[src/little_pkg.sv]
package little_pkg;

    // Datapath widths
    localparam int WORD_WIDTH     = 16;
    localparam int BYTE_WIDTH     = 8;
    localparam int SEG_WIDTH      = 8;
    localparam int MEM_ADDR_WIDTH = 8;
    localparam int MEM_DEPTH      = 1 << MEM_ADDR_WIDTH;

    // UART timing, sysclk cycles per serial bit
    localparam int CLKS_PER_BIT = 16;

    // Stand-in for the SDRAM power-up sequence
    localparam int MEM_INIT_CYCLES = 64;

    typedef logic [WORD_WIDTH-1:0]     word_t;
    typedef logic [BYTE_WIDTH-1:0]     byte_t;
    typedef logic [MEM_ADDR_WIDTH-1:0] mem_addr_t;
    typedef logic [WORD_WIDTH-1:0]     load_count_t;

    // dp, g .. a, all active low
    typedef logic [SEG_WIDTH-1:0]      hex_seg_t;

    // One request on a memory port, req_valid is a single-cycle strobe
    typedef struct packed {
        logic      req_valid;
        logic      write_en;
        mem_addr_t addr;
        word_t     wdata;
    } mem_req_t;

    typedef enum logic {
        BOOT_WAIT_MEM,
        BOOT_RUN
    } boot_state_e;

endpackage

[src/uart_rx.sv]
`timescale 1ns/1ps

module uart_rx
    import little_pkg::*;
(
    input  logic  sysclk,
    input  logic  sysrst,
    input  logic  rx,
    output logic  byte_valid,
    output byte_t rx_byte
);

    typedef enum logic [1:0] {
        RX_IDLE,
        RX_START,
        RX_DATA,
        RX_STOP
    } rx_state_e;

    rx_state_e                           state;
    logic [1:0]                          rx_sync;
    logic                                rx_prev;
    logic [$clog2(CLKS_PER_BIT)-1:0]     baud_cnt;
    logic [$clog2(BYTE_WIDTH)-1:0]       bit_idx;
    byte_t                               shift_reg;
    logic                                start_edge;

    // Line idles high, start bit pulls it low
    assign start_edge = rx_prev & ~rx_sync[1];

    always_ff @(posedge sysclk) begin
        if (!sysrst) begin
            rx_sync <= 2'b11;
            rx_prev <= 1'b1;
        end else begin
            rx_sync <= {rx_sync[0], rx};
            rx_prev <= rx_sync[1];
        end
    end

    always_ff @(posedge sysclk) begin
        if (!sysrst) begin
            state      <= RX_IDLE;
            baud_cnt   <= '0;
            bit_idx    <= '0;
            byte_valid <= 1'b0;
        end else begin
            byte_valid <= 1'b0;
            case (state)
                RX_IDLE: begin
                    baud_cnt <= '0;
                    bit_idx  <= '0;
                    if (start_edge) begin
                        state <= RX_START;
                    end
                end
                // Wait half a bit to land in the middle of the start bit
                RX_START: begin
                    if (baud_cnt == CLKS_PER_BIT / 2 - 1) begin
                        baud_cnt <= '0;
                        // Glitch, not a real start bit
                        state    <= rx_sync[1] ? RX_IDLE : RX_DATA;
                    end else begin
                        baud_cnt <= baud_cnt + 1'b1;
                    end
                end
                RX_DATA: begin
                    if (baud_cnt == CLKS_PER_BIT - 1) begin
                        baud_cnt <= '0;
                        bit_idx  <= bit_idx + 1'b1;
                        if (bit_idx == BYTE_WIDTH - 1) begin
                            state <= RX_STOP;
                        end
                    end else begin
                        baud_cnt <= baud_cnt + 1'b1;
                    end
                end
                RX_STOP: begin
                    if (baud_cnt == CLKS_PER_BIT - 1) begin
                        baud_cnt   <= '0;
                        state      <= RX_IDLE;
                        // Framing error drops the byte
                        byte_valid <= rx_sync[1];
                    end else begin
                        baud_cnt <= baud_cnt + 1'b1;
                    end
                end
                default: state <= RX_IDLE;
            endcase
        end
    end

    // LSB arrives first
    always_ff @(posedge sysclk) begin
        if (state == RX_DATA && baud_cnt == CLKS_PER_BIT - 1) begin
            shift_reg <= {rx_sync[1], shift_reg[BYTE_WIDTH-1:1]};
        end
    end

    always_ff @(posedge sysclk) begin
        if (state == RX_STOP && baud_cnt == CLKS_PER_BIT - 1) begin
            rx_byte <= shift_reg;
        end
    end

endmodule

[src/uart_word_asm.sv]
`timescale 1ns/1ps

module uart_word_asm
    import little_pkg::*;
(
    input  logic  sysclk,
    input  logic  sysrst,
    input  logic  byte_valid,
    input  byte_t rx_byte,
    output logic  word_valid,
    output word_t rx_word
);

    // High while the low byte is held and the high byte is awaited
    logic  high_phase;
    byte_t low_byte;

    always_ff @(posedge sysclk) begin
        if (!sysrst) begin
            high_phase <= 1'b0;
            word_valid <= 1'b0;
        end else begin
            word_valid <= 1'b0;
            if (byte_valid) begin
                high_phase <= ~high_phase;
                word_valid <= high_phase;
            end
        end
    end

    always_ff @(posedge sysclk) begin
        if (byte_valid && !high_phase) begin
            low_byte <= rx_byte;
        end
    end

    always_ff @(posedge sysclk) begin
        if (byte_valid && high_phase) begin
            rx_word <= {rx_byte, low_byte};
        end
    end

endmodule

[src/boot_loader.sv]
`timescale 1ns/1ps

module boot_loader
    import little_pkg::*;
(
    input  logic        sysclk,
    input  logic        sysrst,
    input  logic        load_en,
    input  logic        word_valid,
    input  word_t       rx_word,
    input  logic        mem_ready,
    output mem_req_t    load_req,
    output logic        load_active,
    output load_count_t load_count,
    output logic        cpu_run
);

    boot_state_e state;
    logic [1:0]  load_sync;
    logic        load_prev;
    logic        load_rise;

    assign load_active = load_sync[1];
    assign load_rise   = load_sync[1] & ~load_prev;

    // Switch is asynchronous to sysclk
    always_ff @(posedge sysclk) begin
        if (!sysrst) begin
            load_sync <= 2'b00;
            load_prev <= 1'b0;
        end else begin
            load_sync <= {load_sync[0], load_en};
            load_prev <= load_sync[1];
        end
    end

    // Word counter doubles as the write address
    always_ff @(posedge sysclk) begin
        if (!sysrst) begin
            load_count         <= '0;
            load_req.req_valid <= 1'b0;
        end else begin
            load_req.req_valid <= 1'b0;
            if (load_rise) begin
                load_count <= '0;
            end else if (word_valid && load_active) begin
                load_count         <= load_count + 1'b1;
                load_req.req_valid <= 1'b1;
                load_req.write_en  <= 1'b1;
                load_req.addr      <= load_count[MEM_ADDR_WIDTH-1:0];
                load_req.wdata     <= rx_word;
            end
        end
    end

    // Hold the CPU until memory init is done, then run for good
    always_ff @(posedge sysclk) begin
        if (!sysrst) begin
            state <= BOOT_WAIT_MEM;
        end else begin
            case (state)
                BOOT_WAIT_MEM: if (mem_ready) state <= BOOT_RUN;
                BOOT_RUN:      state <= BOOT_RUN;
                default:       state <= BOOT_WAIT_MEM;
            endcase
        end
    end

    assign cpu_run = (state == BOOT_RUN);

endmodule

[src/word_mem.sv]
`timescale 1ns/1ps

module word_mem
    import little_pkg::*;
(
    input  logic     sysclk,
    input  logic     sysrst,
    input  logic     load_active,
    input  mem_req_t load_req,
    input  mem_req_t cpu_req,
    output logic     mem_ready,
    output word_t    cpu_rdata,
    output logic     cpu_rvalid
);

    word_t                              mem_array [MEM_DEPTH];
    logic [$clog2(MEM_INIT_CYCLES)-1:0] init_cnt;
    mem_req_t                           sel_req;
    logic                               do_write;
    logic                               do_read;

    // Loader owns the port while the load switch is on
    always_comb begin
        sel_req = load_active ? load_req : cpu_req;
    end

    assign do_write = mem_ready && sel_req.req_valid && sel_req.write_en;

    // Reads only ever come from the CPU side
    assign do_read = mem_ready && !load_active && cpu_req.req_valid && !cpu_req.write_en;

    // Startup delay, mimics SDRAM init
    always_ff @(posedge sysclk) begin
        if (!sysrst) begin
            init_cnt  <= '0;
            mem_ready <= 1'b0;
        end else if (!mem_ready) begin
            if (init_cnt == MEM_INIT_CYCLES - 1) begin
                mem_ready <= 1'b1;
            end else begin
                init_cnt <= init_cnt + 1'b1;
            end
        end
    end

    always_ff @(posedge sysclk) begin
        if (do_write) begin
            mem_array[sel_req.addr] <= sel_req.wdata;
        end
    end

    // rdata holds until the next read
    always_ff @(posedge sysclk) begin
        if (do_read) begin
            cpu_rdata <= mem_array[cpu_req.addr];
        end
    end

    always_ff @(posedge sysclk) begin
        if (!sysrst) begin
            cpu_rvalid <= 1'b0;
        end else begin
            cpu_rvalid <= do_read;
        end
    end

endmodule

[src/hex_display.sv]
`timescale 1ns/1ps

module hex_display
    import little_pkg::*;
(
    input  word_t    value,
    output hex_seg_t hex0,
    output hex_seg_t hex1,
    output hex_seg_t hex2,
    output hex_seg_t hex3
);

    // Bit 7 is the decimal point, kept dark
    function automatic hex_seg_t nibble_to_seg(input logic [3:0] nibble);
        hex_seg_t seg;
        case (nibble)
            4'h0:    seg = 8'hC0;
            4'h1:    seg = 8'hF9;
            4'h2:    seg = 8'hA4;
            4'h3:    seg = 8'hB0;
            4'h4:    seg = 8'h99;
            4'h5:    seg = 8'h92;
            4'h6:    seg = 8'h82;
            4'h7:    seg = 8'hF8;
            4'h8:    seg = 8'h80;
            4'h9:    seg = 8'h90;
            4'hA:    seg = 8'h88;
            4'hB:    seg = 8'h83;
            4'hC:    seg = 8'hC6;
            4'hD:    seg = 8'hA1;
            4'hE:    seg = 8'h86;
            default: seg = 8'h8E;
        endcase
        return seg;
    endfunction

    assign hex0 = nibble_to_seg(value[3:0]);
    assign hex1 = nibble_to_seg(value[7:4]);
    assign hex2 = nibble_to_seg(value[11:8]);
    assign hex3 = nibble_to_seg(value[15:12]);

endmodule

[src/little_computer_core.sv]
`timescale 1ns/1ps

module little_computer_core
    import little_pkg::*;
(
    input  logic     sysclk,
    input  logic     sysrst,
    input  logic     rx,
    input  logic     load_en,
    input  mem_req_t cpu_req,
    output word_t    cpu_rdata,
    output logic     cpu_rvalid,
    output logic     cpu_run,
    output hex_seg_t hex0,
    output hex_seg_t hex1,
    output hex_seg_t hex2,
    output hex_seg_t hex3
);

    logic        byte_valid;
    byte_t       rx_byte;
    logic        word_valid;
    word_t       rx_word;
    mem_req_t    load_req;
    logic        load_active;
    logic        mem_ready;
    load_count_t load_count;

    uart_rx u_uart_rx (
        .sysclk     (sysclk),
        .sysrst     (sysrst),
        .rx         (rx),
        .byte_valid (byte_valid),
        .rx_byte    (rx_byte)
    );

    uart_word_asm u_uart_word_asm (
        .sysclk     (sysclk),
        .sysrst     (sysrst),
        .byte_valid (byte_valid),
        .rx_byte    (rx_byte),
        .word_valid (word_valid),
        .rx_word    (rx_word)
    );

    boot_loader u_boot_loader (
        .sysclk      (sysclk),
        .sysrst      (sysrst),
        .load_en     (load_en),
        .word_valid  (word_valid),
        .rx_word     (rx_word),
        .mem_ready   (mem_ready),
        .load_req    (load_req),
        .load_active (load_active),
        .load_count  (load_count),
        .cpu_run     (cpu_run)
    );

    word_mem u_word_mem (
        .sysclk      (sysclk),
        .sysrst      (sysrst),
        .load_active (load_active),
        .load_req    (load_req),
        .cpu_req     (cpu_req),
        .mem_ready   (mem_ready),
        .cpu_rdata   (cpu_rdata),
        .cpu_rvalid  (cpu_rvalid)
    );

    // Shows the number of loaded words
    hex_display u_hex_display (
        .value (load_count),
        .hex0  (hex0),
        .hex1  (hex1),
        .hex2  (hex2),
        .hex3  (hex3)
    );

endmodule

[config.mk]
export PLATFORM = sky130hd
export DESIGN_NAME = little_computer_core
export DESIGN_NICKNAME = d
export VERILOG_FILES = /design/src/little_pkg.sv /design/src/uart_rx.sv /design/src/uart_word_asm.sv /design/src/boot_loader.sv /design/src/word_mem.sv /design/src/hex_display.sv /design/src/little_computer_core.sv
export SDC_FILE = /design/constraint.sdc
export NUM_CORES = 2
export LEC_CHECK = 0
export BUFFER_PORTS_ARGS = -buffer_cell sky130_fd_sc_hd__buf_4
export CORE_MARGIN = 2
export CORE_UTILIZATION = 35
export DETAILED_ROUTE_END_ITERATION = 10
export PLACE_DENSITY_LB_ADDON = 0.05
export SETUP_SLACK_MARGIN = 0.15
export SLEW_MARGIN = 25
export SYNTH_ARGS = -nofsm -noshare
export SYNTH_HDL_FRONTEND = slang
export SYNTH_MEMORY_MAX_BITS = 65536
export SYNTH_SLANG_ARGS = --single-unit
export TNS_END_PERCENT = 20
[constraint.sdc]
create_clock -name sysclk -period 3.9 [get_ports sysclk]
set_input_delay 0.585 -clock sysclk [delete_from_list [all_inputs] [get_ports sysclk]]
set_output_delay 0.585 -clock sysclk [all_outputs]
set_load 0.05 [all_outputs]
==> results.md <==
- Top cell type's share of synthesized area: 76.5%
- TritonRoute pass-1 iters: 5
- Synth Area in Adders: 0.214%
- Final Hold Fails: 0
- Vias in the first global route: 85200
- Syn Inst Count: 7896
- Post-CTS sizing: 0
- Post-synthesis compound-gate area fraction: 3.97%
- Max reg flops: 4096
- P per Cell Area: 512 mW/mm2
- Least-Margin Pin Slew: 1.19 ns
- Simple-gate share of the synthesized area: 2.25%
- Clock H-tree levels: 5
- Die Width: 688 um
- CTS Sinks: 4248
- Relative slew slack: 20.4%
- Required time worst endpoint: 4.60 ns
- Crit path max-delay cell type: nand2_2
- Die ar.: 0.474 mm2
- Slew Viols, Final: 0
- Drt wl/cell: 32.9 um
- Most used DFF post-synth: edfxtp_1
- Core Region: 0.467 mm2
- TritonCTS clock tree: done
- Clock latency on the worst-skew pair: 1.03 ns
- Final setup vio count: 0
- Area of the multi-input gates: 0.0348 mm2
- Commonest non-fill, non-tap cell in the layout: edfxtp_1
- Buffers & Inverters on Critical Path: 3
- RSZ-0062 raised after global routing: false
- Final Cycle Share: 89.5%
- Layout Utilization: 41.8%
- XOR/XNOR Fraction of Synth Area: 0.107%
- Post-synthesis cell area: 0.164 mm2
- Std-Cell Rows: 251
- Most Frequent Cell on Critical Path: buf_4
- Async set-reset flop share out of synthesis: 0%
- Root Buffer: clkbuf_16
- Hold/Removal Path Class: in -> reg
- CP arrival: 4.19 ns
- Crit path max fanout: 29
- Routed vias/inst: 5.38
- Fill count: 41300
- Synth cell types: 68
- Synth area leaders: edfxtp_1, mux4_2, mux2i_1
- Final ANT Viol Nets: 0
- Kind of critical path: reg -> reg
- Status: finished clean
- # DRC: 0
- Via Count: 83500
- Register area share after synthesis: 77.4%
- Worst setup EP type: flip-flop
- YS warnings: 0
- CTS Buffer Depth: 4
- Mux contribution to synthesized area: 14.3%
- CP max stage delay: 0.68 ns
- Final hold slack: 0.230 ns
- Clock skew: 0.0588 ns
- First-pass GRT wire length: 705 mm
- Dpl cells: 14600
- Hpwl dp: 320 mm
- Chip Height: 688 um
- Max cap viols: 0
- Fmax: 286 MHz
- Number of CTS-inserted buffers: 474
- Worst VDD drop: 411 uV
- Gpl congestion: 0.814
- Mean Syn Cell Area: 20.8 um2
- Largest net degree at the start of global routing: 121
- Initial antenna violation count: 35
- Register area: 0.127 mm2
- Biggest register: u_word_mem.mem_array
- Grt total ovfl: 0
- Most frequent cells in the layout: edfxtp_1, buf_4, mux4_2, mux2i_1, clkbuf_16
- Initial drt markers: 8146
- Min cycle time layout: 3.49 ns
- # IOs: 80
- Port Buffers: 75
- Area grow syn2layout: 18.9%
- Leak pwr: 0.0629 uW
- Final Non-Filler Cells: 15500
- Top flop regs: u_word_mem.mem_array (4096), u_boot_loader.load_req (25)
- Worst-path clk slew: 0.06 ns
- Count of flip-flops with a built-in enable after synthesis: 4176
- Starting Density: 35.1%
- Cell Chain, Critical Path: buf_4 -> nand2b_1 -> o21ai_0 -> nand2_2 -> buf_4 -> nor2_1 -> buf_4
- Nets@finish: 8960
- Largest family of logic cells by synthesized area: multiplexers
- FF+latch count, synth: 4248
- Post-Route WL: 510 mm
- Startpoint types: flip-flop
- Fraction of layout cells with a size suffix above 1: 27.9%
- Gr usage total: 21.2%
- Cell taking the most area after synthesis: edfxtp_1
- Largest delay share family, worst path: simple AND/OR/NAND/NOR gates
## worst min-delay path: stages
cell	delay [ns]
buf_4	0.10
nor4bb_4	0.04
buf_4	0.23
and2_1	0.24
## timing repair
action                                 in CTS  in global routing
buffers inserted                            0                  0
hold buffers                                5                  0
endpoints found under the hold margin      22                  0
## cell type report
type	count	share of cell area [%]
Sequential cell	4248	65.1
Multi-Input combinational cell	3153	17.9
Clock buffer	557	6.32
Timing Repair Buffer	995	5.14
Tap cell	6198	3.98
Clock inverter	324	1.53
Inverter	30	0.0629
Antenna cell	12	0.0154
## report_power, final
part | internal, uW | switching [uW] | total [uW]
registers | 50300 | 5.62 | 50300
logic | 1830 | 3550 | 5380
clock network | 25600 | 18500 | 44100
## path summary, 6_finish.rpt
path         cells after the start                       start  slack, ns                            to
max                              7  u_boot_loader.load_sync[1]       0.41  u_word_mem.mem_array[138][4]
max reg2reg                      7  u_boot_loader.load_sync[1]       0.41  u_word_mem.mem_array[138][4]
min                              4                 cpu_req[24]       0.23         u_word_mem.cpu_rvalid
min reg2reg                      1        u_uart_rx.rx_sync[0]       0.42          u_uart_rx.rx_sync[1]
## cells by family after synthesis
family / Yosys count
other cells: 1
compound gates: 926
simple gates: 799
xor+xnor: 20
flops: 4248
fa+ha+maj: 28
buf+inv: 498
mux: 1376
## synthesized netlist by cell type (18+ instances only)
library cell and count:
edfxtp_1 4176, mux4_2 772, mux2i_1 572, nor2_1 311, o221ai_1 243, a21oi_1 235, clkbuf_1 201, nand2_1 162
nor3_1 144, o22ai_1 122, a22oi_1 119, buf_2 91, dfxtp_1 72, buf_1 56, buf_6 54, nor4_1 51
o21ai_0 45, buf_4 43, a211oi_1 32, mux2_2 32, ha_1 28, inv_1 25, a221oi_1 24, nand4_1 23
a22o_1 18
## per-layer routing
metal | global-route usage (%) | wire length [um] | up-vias
li1 | - | - | 35300
met1 | 30.0 | 226000 | 45300
met2 | 35.2 | 248000 | 2260
met3 | 2.48 | 23900 | 567
met4 | 5.04 | 12400 | 6
met5 | 0 | 28 | -
## through the flow
stage                     TNS, ns  area [um2]  total power [uW]  setup WS, ns
after global placement      -1.23      179000             56700        -0.354
final                           0      195000             99800         0.410
after detailed placement   -0.879      179000             56700        -0.321
after global routing            0      195000            103000         0.304
after CTS                       0      195000            101000         0.343
after floorplan           -155.34      164000             54000       -0.0674
(Power assumes the default switching activity.)
